<file path="config.mk">
export PLATFORM = sky130hd
export DESIGN_NAME = sdio_card_control
export DESIGN_NICKNAME = d
export VERILOG_FILES = /design/src/sdio_pkg.sv /design/src/sdio_card_fsm.sv /design/src/sdio_func_request.sv /design/src/sdio_rsp_builder.sv /design/src/sdio_card_control.sv
export VERILOG_INCLUDE_DIRS = /design/src /design/src/src
export SDC_FILE = /design/constraint.sdc
export NUM_CORES = 1
export LEC_CHECK = 0
export ABC_CLOCK_PERIOD_IN_PS = 3900
export BUFFER_PORTS_ARGS = -buffer_cell sky130_fd_sc_hd__buf_4
export CAP_MARGIN = 20
export CORE_AREA = 2 2 161 116
export CTS_CLUSTER_DIAMETER = 30
export CTS_CLUSTER_SIZE = 28
export DETAILED_ROUTE_END_ITERATION = 6
export DIE_AREA = 0 0 163 118
export SLEW_MARGIN = 25
export SYNTH_ARGS = -nofsm -noshare
export SYNTH_HDL_FRONTEND = slang
export SYNTH_SLANG_ARGS = --single-unit
</file>
<file path="constraint.sdc">
create_clock -name sdio_clk -period 3.9 [get_ports sdio_clk]
set_input_delay 0.39 -clock sdio_clk [delete_from_list [all_inputs] [get_ports sdio_clk]]
set_output_delay 0.39 -clock sdio_clk [all_outputs]
set_load 0.03 [all_outputs]
</file>
<file path="src/sdio_macros.svh">
`ifndef SDIO_MACROS_SVH
`define SDIO_MACROS_SVH

// Card constants
`define SDIO_RCA            16'h0001
`define SDIO_NUM_FUNCS      3'd1
`define SDIO_MEM_PRESENT    1'b0
`define SDIO_IO_OCR         24'hFFFF00
`define SDIO_VHS_DEFAULT    4'h1

// CMD52 argument fields
`define CMD52_ARG_RW_FLAG   31
`define CMD52_ARG_FNUM      30:28
`define CMD52_ARG_RAW_FLAG  27
`define CMD52_ARG_REG_ADDR  25:9
`define CMD52_ARG_WR_DATA   7:0

// CMD7 and CMD8 argument fields
`define CMD7_ARG_RCA        15:0
`define CMD8_ARG_VHS        11:8
`define CMD8_ARG_PATTERN    7:0

// Response bit positions, CRC field left to the PHY
`define RSP_INDEX           45:40
`define R1_CRC_ERROR        31
`define R1_ILLEGAL          30
`define R1_CUR_STATE        20:17
`define R4_READY            39
`define R4_NUM_FUNCS        38:36
`define R4_MEM_PRESENT      35
`define R4_IO_OCR           31:8
`define R5_CRC_ERROR        23
`define R5_ILLEGAL          22
`define R5_STATE            21:20
`define R5_DATA             15:8
`define R6_RCA              39:24
`define R6_CRC_ERROR        23
`define R6_ILLEGAL          22
`define R7_VHS              19:16
`define R7_PATTERN          15:8

`endif

</file>
<file path="src/sdio_pkg.sv">
`default_nettype none

package sdio_pkg;

  // Supported command indices
  typedef enum logic [5:0] {
    CMD_GO_IDLE      = 6'd0,
    CMD_SEND_RCA     = 6'd3,
    CMD_IO_SEND_OP   = 6'd5,
    CMD_SEL_DESEL    = 6'd7,
    CMD_SEND_IF_COND = 6'd8,
    CMD_GO_INACTIVE  = 6'd15,
    CMD_IO_RW_DIRECT = 6'd52
  } sd_cmd_e;

  typedef enum logic [2:0] {
    ST_INIT,
    ST_STANDBY,
    ST_COMMAND,
    ST_TRANSFER,
    ST_INACTIVE
  } card_state_e;

  typedef enum logic [2:0] {
    RSP_R1,
    RSP_R4,
    RSP_R5,
    RSP_R6,
    RSP_R7
  } rsp_kind_e;

  typedef struct packed {
    sd_cmd_e     index;
    logic [31:0] arg;
  } cmd_t;

  // Direct register access to one function
  typedef struct packed {
    logic        write_flag;
    logic        raw_flag;
    logic [2:0]  func_num;
    logic [16:0] reg_addr;
    logic [7:0]  write_data;
  } func_req_t;

  typedef struct packed {
    rsp_kind_e   kind;
    sd_cmd_e     index;
    logic [31:0] arg;
    logic        crc_error;
    logic        illegal;
    logic [1:0]  r5_state;
  } rsp_req_t;

  typedef logic [47:0] rsp_t;

endpackage

`default_nettype wire

</file>
<file path="src/sdio_card_fsm.sv">
`timescale 1ns/1ns
`default_nettype none

`include "sdio_macros.svh"

module sdio_card_fsm (
  input  wire                     sdio_clk,
  input  wire                     rst,
  input  wire                     i_cmd_stb,
  input  wire                     i_cmd_crc_good,
  input  wire sdio_pkg::cmd_t     i_cmd,
  input  wire                     i_done_stb,
  output logic                    o_rsp_req_stb,
  output sdio_pkg::rsp_req_t      o_rsp_req,
  output logic                    o_func_start
);

  sdio_pkg::card_state_e state;
  sdio_pkg::card_state_e next_state;
  sdio_pkg::rsp_kind_e   rsp_kind;
  logic                  crc_error_flag;
  logic                  illegal_flag;
  logic                  rsp_valid;
  logic                  func_start;
  logic                  cmd_illegal;
  logic                  clr_illegal;
  logic                  rca_match;
  logic [1:0]            r5_code;

  assign rca_match = (i_cmd.arg[`CMD7_ARG_RCA] == `SDIO_RCA);

  assign r5_code = (state == sdio_pkg::ST_COMMAND)  ? 2'b01 :
                   (state == sdio_pkg::ST_TRANSFER) ? 2'b10 : 2'b00;

  // Command decode against the current card state
  always_comb begin
    next_state  = state;
    rsp_kind    = sdio_pkg::RSP_R1;
    rsp_valid   = 1'b0;
    func_start  = 1'b0;
    cmd_illegal = 1'b0;
    clr_illegal = 1'b0;
    case (i_cmd.index)
      sdio_pkg::CMD_IO_SEND_OP: begin
        rsp_kind    = sdio_pkg::RSP_R4;
        rsp_valid   = (state == sdio_pkg::ST_INIT);
        cmd_illegal = (state != sdio_pkg::ST_INIT);
      end
      sdio_pkg::CMD_SEND_RCA: begin
        rsp_kind = sdio_pkg::RSP_R6;
        if (state == sdio_pkg::ST_INIT || state == sdio_pkg::ST_STANDBY) begin
          next_state = sdio_pkg::ST_STANDBY;
          rsp_valid  = 1'b1;
        end else begin
          cmd_illegal = 1'b1;
        end
      end
      sdio_pkg::CMD_SEL_DESEL: begin
        // Own RCA selects, any other RCA deselects
        if (state == sdio_pkg::ST_STANDBY || state == sdio_pkg::ST_COMMAND) begin
          rsp_valid  = 1'b1;
          next_state = rca_match ? sdio_pkg::ST_COMMAND : sdio_pkg::ST_STANDBY;
        end else begin
          cmd_illegal = 1'b1;
        end
      end
      sdio_pkg::CMD_IO_RW_DIRECT: begin
        rsp_kind = sdio_pkg::RSP_R5;
        if (state == sdio_pkg::ST_COMMAND) begin
          next_state = sdio_pkg::ST_TRANSFER;
          rsp_valid  = 1'b1;
          func_start = 1'b1;
        end else begin
          cmd_illegal = 1'b1;
        end
      end
      sdio_pkg::CMD_GO_INACTIVE: begin
        next_state  = sdio_pkg::ST_INACTIVE;
        cmd_illegal = (state == sdio_pkg::ST_INACTIVE);
      end
      sdio_pkg::CMD_GO_IDLE: begin
        clr_illegal = 1'b1;
        rsp_valid   = 1'b1;
      end
      sdio_pkg::CMD_SEND_IF_COND: begin
        clr_illegal = 1'b1;
        rsp_kind    = sdio_pkg::RSP_R7;
        rsp_valid   = |(i_cmd.arg[`CMD8_ARG_VHS] & `SDIO_VHS_DEFAULT);
      end
      default: begin
        cmd_illegal = 1'b1;
      end
    endcase
  end

  always_ff @(posedge sdio_clk) begin
    if (rst) begin
      state          <= sdio_pkg::ST_INIT;
      crc_error_flag <= 1'b0;
      illegal_flag   <= 1'b0;
      o_rsp_req_stb  <= 1'b0;
      o_func_start   <= 1'b0;
    end else begin
      o_rsp_req_stb <= 1'b0;
      o_func_start  <= 1'b0;
      if (i_done_stb && state == sdio_pkg::ST_TRANSFER) begin
        state <= sdio_pkg::ST_COMMAND;
      end
      if (i_cmd_stb && !i_cmd_crc_good) begin
        crc_error_flag <= 1'b1;
      end else if (i_cmd_stb) begin
        state         <= next_state;
        o_rsp_req_stb <= rsp_valid;
        o_func_start  <= func_start;
        // Flags go out with the response, then start over
        if (rsp_valid) begin
          crc_error_flag <= 1'b0;
          illegal_flag   <= 1'b0;
        end else if (cmd_illegal) begin
          illegal_flag <= 1'b1;
        end else if (clr_illegal) begin
          illegal_flag <= 1'b0;
        end
      end
    end
  end

  always_ff @(posedge sdio_clk) begin
    if (i_cmd_stb) begin
      o_rsp_req.kind      <= rsp_kind;
      o_rsp_req.index     <= i_cmd.index;
      o_rsp_req.arg       <= i_cmd.arg;
      o_rsp_req.crc_error <= crc_error_flag;
      o_rsp_req.illegal   <= illegal_flag && !clr_illegal;
      o_rsp_req.r5_state  <= r5_code;
    end
  end

  // Every function start is paired with its R5 request
  a_start_has_r5 : assert property (@(posedge sdio_clk) disable iff (rst)
    o_func_start |-> (o_rsp_req_stb && o_rsp_req.kind == sdio_pkg::RSP_R5));

endmodule

`default_nettype wire

</file>
<file path="src/sdio_func_request.sv">
`timescale 1ns/1ns
`default_nettype none

`include "sdio_macros.svh"

module sdio_func_request (
  input  wire                     sdio_clk,
  input  wire                     rst,
  input  wire sdio_pkg::cmd_t     i_cmd,
  input  wire                     i_func_start,
  input  wire                     i_func_done,
  input  wire [7:0]               i_func_read_data,
  output logic                    o_func_stb,
  output sdio_pkg::func_req_t     o_func_req,
  output logic                    o_done_stb,
  output logic [7:0]              o_done_data
);

  logic [31:0] arg_q;
  logic        busy;

  // Start arrives one cycle after the command, so keep its argument
  always_ff @(posedge sdio_clk) begin
    arg_q <= i_cmd.arg;
    if (i_func_start) begin
      o_func_req.write_flag <= arg_q[`CMD52_ARG_RW_FLAG];
      o_func_req.raw_flag   <= arg_q[`CMD52_ARG_RAW_FLAG];
      o_func_req.func_num   <= arg_q[`CMD52_ARG_FNUM];
      o_func_req.reg_addr   <= arg_q[`CMD52_ARG_REG_ADDR];
      o_func_req.write_data <= arg_q[`CMD52_ARG_WR_DATA];
    end
    if (i_func_done) begin
      o_done_data <= i_func_read_data;
    end
  end

  always_ff @(posedge sdio_clk) begin
    if (rst) begin
      o_func_stb <= 1'b0;
      o_done_stb <= 1'b0;
      busy       <= 1'b0;
    end else begin
      o_func_stb <= i_func_start;
      o_done_stb <= i_func_done && busy;
      if (i_func_start) begin
        busy <= 1'b1;
      end else if (i_func_done) begin
        busy <= 1'b0;
      end
    end
  end

  a_done_when_busy : assert property (@(posedge sdio_clk) disable iff (rst)
    i_func_done |-> busy);

endmodule

`default_nettype wire

</file>
<file path="src/sdio_rsp_builder.sv">
`timescale 1ns/1ns
`default_nettype none

`include "sdio_macros.svh"

module sdio_rsp_builder (
  input  wire                     sdio_clk,
  input  wire                     rst,
  input  wire                     i_rsp_req_stb,
  input  wire sdio_pkg::rsp_req_t i_rsp_req,
  input  wire                     i_done_stb,
  input  wire [7:0]               i_done_data,
  output logic                    o_rsps_stb,
  output sdio_pkg::rsp_t          o_rsps
);

  sdio_pkg::rsp_req_t pend_req;
  logic               r5_pending;
  logic               issue_now;
  logic               issue_r5;

  function automatic sdio_pkg::rsp_t build_rsp(input sdio_pkg::rsp_req_t req,
                                               input logic [7:0] data);
    sdio_pkg::rsp_t rsp;
    rsp             = '0;
    rsp[`RSP_INDEX] = req.index;
    case (req.kind)
      sdio_pkg::RSP_R1: begin
        rsp[`R1_CRC_ERROR] = req.crc_error;
        rsp[`R1_ILLEGAL]   = req.illegal;
        rsp[`R1_CUR_STATE] = 4'hF;
      end
      sdio_pkg::RSP_R4: begin
        rsp[`RSP_INDEX]      = 6'h3F;
        rsp[`R4_READY]       = 1'b1;
        rsp[`R4_NUM_FUNCS]   = `SDIO_NUM_FUNCS;
        rsp[`R4_MEM_PRESENT] = `SDIO_MEM_PRESENT;
        rsp[`R4_IO_OCR]      = `SDIO_IO_OCR;
      end
      sdio_pkg::RSP_R5: begin
        rsp[`R5_CRC_ERROR] = req.crc_error;
        rsp[`R5_ILLEGAL]   = req.illegal;
        rsp[`R5_STATE]     = req.r5_state;
        rsp[`R5_DATA]      = data;
      end
      sdio_pkg::RSP_R6: begin
        rsp[`R6_RCA]       = `SDIO_RCA;
        rsp[`R6_CRC_ERROR] = req.crc_error;
        rsp[`R6_ILLEGAL]   = req.illegal;
      end
      default: begin
        rsp[`R7_VHS]     = req.arg[`CMD8_ARG_VHS] & `SDIO_VHS_DEFAULT;
        rsp[`R7_PATTERN] = req.arg[`CMD8_ARG_PATTERN];
      end
    endcase
    return rsp;
  endfunction

  assign issue_now = i_rsp_req_stb && (i_rsp_req.kind != sdio_pkg::RSP_R5);
  assign issue_r5  = r5_pending && i_done_stb;

  always_ff @(posedge sdio_clk) begin
    if (rst) begin
      o_rsps_stb <= 1'b0;
      r5_pending <= 1'b0;
    end else begin
      o_rsps_stb <= issue_now || issue_r5;
      if (i_rsp_req_stb && !issue_now) begin
        r5_pending <= 1'b1;
      end else if (issue_r5) begin
        r5_pending <= 1'b0;
      end
    end
  end

  // R5 waits here for the function's read byte
  always_ff @(posedge sdio_clk) begin
    if (i_rsp_req_stb && !issue_now) begin
      pend_req <= i_rsp_req;
    end
    if (issue_now) begin
      o_rsps <= build_rsp(i_rsp_req, 8'h00);
    end else if (issue_r5) begin
      o_rsps <= build_rsp(pend_req, i_done_data);
    end
  end

  a_no_req_while_pending : assert property (@(posedge sdio_clk) disable iff (rst)
    r5_pending |-> !i_rsp_req_stb);

endmodule

`default_nettype wire

</file>
<file path="src/sdio_card_control.sv">
`timescale 1ns/1ns
`default_nettype none

module sdio_card_control (
  input  wire                      sdio_clk,
  input  wire                      rst,
  input  wire                      i_cmd_stb,
  input  wire                      i_cmd_crc_good,
  input  wire sdio_pkg::cmd_t      i_cmd,
  input  wire                      i_func_done,
  input  wire [7:0]                i_func_read_data,
  output wire                      o_func_stb,
  output wire sdio_pkg::func_req_t o_func_req,
  output wire                      o_rsps_stb,
  output wire sdio_pkg::rsp_t      o_rsps
);

  wire                     rsp_req_stb;
  wire sdio_pkg::rsp_req_t rsp_req;
  wire                     func_start;
  wire                     done_stb;
  wire [7:0]               done_data;

  sdio_card_fsm u_card_fsm (
    .sdio_clk         (sdio_clk),
    .rst              (rst),
    .i_cmd_stb        (i_cmd_stb),
    .i_cmd_crc_good   (i_cmd_crc_good),
    .i_cmd            (i_cmd),
    .i_done_stb       (done_stb),
    .o_rsp_req_stb    (rsp_req_stb),
    .o_rsp_req        (rsp_req),
    .o_func_start     (func_start)
  );

  sdio_func_request u_func_request (
    .sdio_clk         (sdio_clk),
    .rst              (rst),
    .i_cmd            (i_cmd),
    .i_func_start     (func_start),
    .i_func_done      (i_func_done),
    .i_func_read_data (i_func_read_data),
    .o_func_stb       (o_func_stb),
    .o_func_req       (o_func_req),
    .o_done_stb       (done_stb),
    .o_done_data      (done_data)
  );

  sdio_rsp_builder u_rsp_builder (
    .sdio_clk         (sdio_clk),
    .rst              (rst),
    .i_rsp_req_stb    (rsp_req_stb),
    .i_rsp_req        (rsp_req),
    .i_done_stb       (done_stb),
    .i_done_data      (done_data),
    .o_rsps_stb       (o_rsps_stb),
    .o_rsps           (o_rsps)
  );

endmodule

`default_nettype wire

</file>
==> impl_metrics.json <==
{
  "tightestPinTransition_ns": 0.944,
  "nets": 516,
  "slew_headroom_pct": 36.9,
  "start_kind": "register",
  "status": "finished, final reports clean",
  "grt_max_degree": 33,
  "cts-buffers-inserted": 17,
  "routed_wl_mm": 10.4,
  "gp_congestion": 0.741,
  "layout_common_cells": "buf_4 (115), edfxtp_1 (106), dfxtp_1 (42)",
  "setup-tns-final_ns": 0,
  "coreArea_mm2": 0.0177,
  "grt_first_pass_wirelength_mm": 16.3,
  "crit_start": "u_card_fsm.o_rsp_req[42]",
  "grt_overflow": 0,
  "viasPerCell": 4.29,
  "num_vias": 3061,
  "finalHoldWorstSlack_ns": 0.0743,
  "multiInputGateArea_mm2": 0.00101,
  "drv_slew": 0,
  "die_h_um": 118,
  "min_from": "i_cmd[29]",
  "r2r-start": "u_card_fsm.o_rsp_req[42]",
  "postCtsHoldBufs": 0,
  "start_util_pct": 29.6,
  "hp-class": "primary input to register",
  "ys_seq_area_share_pct": 76.9,
  "synth_area_per_cell_um2": 15.0,
  "preCtsSetupSlack_ns": 1.27,
  "finalHoldViolations": 0,
  "worstSetupEndpointType": "register",
  "power.switching_uw": 819,
  "die_w_um": 163,
  "post-synth-top-area-cell": "edfxtp_1",
  "pwr-share-comb_pct": 3.4,
  "p_clk_share_pct": 46.1,
  "intPower_uw": 2640,
  "crit_fanout": 24,
  "antenna_found_initial": 0,
  "maxCapViolations": 0,
  "clock_path_buffers": 2,
  "setup_slack_ns": 1.35,
  "netlist_instances": 350,
  "clk_pin_slew_ns": 0.07,
  "crit_type": "register to register",
  "drcViolationCount": 0,
  "antenna_left": 0,
  "seqPwrFrac_pct": 50.5,
  "cts_sinks": 148,
  "rsz0062_at_grt": "no",
  "ir_drop_mv": 0.288,
  "area_growth_pct": 30.0,
  "layout.cells.non_filler": 714,
  "postCtsSetupRepairBufs": 0,
  "crit_required_ns": 3.83,
  "grt.total_usage_pct": 11.1,
  "nFillCells": 1688,
  "ys_warn_count": 0,
  "grt_pass1_vias": 2975,
  "synth.top_cell.area_share_pct": 60.8,
  "switching_share_pct": 23.7,
  "final_layout_size_suffix_gt1_share_pct": 33.9,
  "dpl.cell_count": 682,
  "num_rows": 41,
  "portBuffers": 113,
  "io_pins": 131,
  "dpl.hpwl_mm": 7.41,
  "layout_commonest_cell": "buf_4",
  "post-route-period-util_pct": 65.3,
  "regArea_mm2": 0.00402,
  "power.density_mw_per_mm2": 509,
  "dr.first_iter.drc_count": 182,
  "cts_root_buf": "clkbuf_16",
  "die-area_mm2": 0.0192,
  "synth_ff_type": "edfxtp_1",
  "cts-resized-gates": 0,
  "leakage_uw": 0.00252,
  "max_freq_mhz": 393,
  "synth.area.top_cells": "edfxtp_1 (61%), dfxtp_1 (16%), buf_4 (3.4%)",
  "cts_tree": "done",
  "ys_async_sr_fraction_pct": 0,
  "fin_skew_ns": 0.00914,
  "placed_area_mm2": 0.00621,
  "final_cell_area_mm2": 0.00680,
  "antenna_cells": 0,
  "cp.arrival_ns": 2.48,
  "post_drt_wl_per_cell_um": 14.6,
  "synth_edf_count": 106,
  "ys_ff_latch": 148,
  "firstDrtPassIters": 4,
  "synth_cell_type_count": 47,
  "synth_area_mm2": 0.00523,
  "clk_latency_ns": 0.41,
  "min_period_ns": 2.55,
  "setup_viol": 0,
  "htree_levels": 4
}
-- area by class of cell --
type	count	area share, %
Clock buffer	17	6.25
Timing Repair Buffer	115	12.7
Clock inverter	15	2.45
Multi-Input combinational cell	178	14.9
Tap cell	236	4.34
Sequential cell	148	59.1
Inverter	5	0.276
-- worst max-delay path, cell delays in order, from the launching register on --
cell      delay [ns]
edfxtp_1        0.50
nand2b_1        0.21
o21ai_1         0.58
nand2_1         0.77
-- metal layers --
| metal | vias to the layer above | GRT usage, % | wire length [um] |
|---|---|---|---|
| li1 | 1497 | - | - |
| met1 | 1468 | 14.9 | 4960 |
| met2 | 90 | 16.4 | 4810 |
| met3 | 6 | 3.98 | 532 |
| met4 | 0 | 3.76 | 103 |
| met5 | - | 0 | 0 |
-- cells in the mapped netlist, types with 3 or more instances --
| master | n |
|---|---|
| a31o_2 | 3 |
| a31oi_1 | 4 |
| nand3_1 | 15 |
| o21ai_0 | 22 |
| edfxtp_1 | 106 |
| a21oi_1 | 10 |
| a22oi_1 | 8 |
| nor3b_1 | 4 |
| nor3_1 | 10 |
| nand2b_1 | 5 |
| and2_1 | 3 |
| inv_1 | 5 |
| clkbuf_1 | 6 |
| nand2_1 | 15 |
| nor2b_1 | 4 |
| nor2_1 | 26 |
| buf_4 | 24 |
| dfxtp_1 | 42 |
-- logic make-up (layout without fill, tap and decap cells) --
kind of cell	Yosys count	after routing	share of synthesized area [%]
flops	148	148	76.9
buf+inv	39	152	5.07
other cells	1	16	0.0717
simple gates	99	99	9.99
fa+ha+maj	1	1	0.191
compound gates	60	60	7.46
xor+xnor	2	2	0.335
-- worst paths after layout --
check | end | depth (start not counted) | slack, ns
worst max register to register | u_rsp_builder.o_rsps[12] | 3 | 1.35
worst min-delay path | u_func_request.arg_q[29] | 1 | 0.07
worst max-delay path | u_rsp_builder.o_rsps[12] | 3 | 1.35
worst min register to register | u_func_request.o_func_req[3] | 0 | 0.40
-- power by group through the flow --
stage	clock (uW)	combinational [uW]	sequential (uW)
floorplan	0	70.3	1770
global placement	0	116	1780
detailed placement	0	118	1780
CTS	1630	118	1750
global route	1710	128	1750
finish	1600	117	1750
-- flip-flops by register name (all words and copies together), names as in the netlist --
| name | flops |
|---|---|
| u_card_fsm.o_func_start | 1 |
| u_func_request.o_func_stb | 1 |
| u_rsp_builder.o_rsps_stb | 1 |
| u_func_request.o_func_req | 30 |
| u_func_request.o_done_stb | 1 |
| u_rsp_builder.o_rsps | 24 |
| u_rsp_builder.pend_req | 22 |
| u_func_request.busy | 1 |
| u_card_fsm.crc_error_flag | 1 |
| u_card_fsm.o_rsp_req | 22 |
| u_card_fsm.state | 3 |
| u_rsp_builder.r5_pending | 1 |
| u_card_fsm.o_rsp_req_stb | 1 |
| u_card_fsm.illegal_flag | 1 |
| u_func_request.o_done_data | 8 |
| u_func_request.arg_q | 30 |
-- per-stage QoR --
step                      total power [uW]  utilization, %
after CTS                             3500            38.4
after global routing                  3590            38.4
final                                 3460            38.4
after detailed placement              1900            35.1
after global placement                1900            35.1
after floorplan                       1840               -
Note: power is estimated with default switching activity, not from simulation.
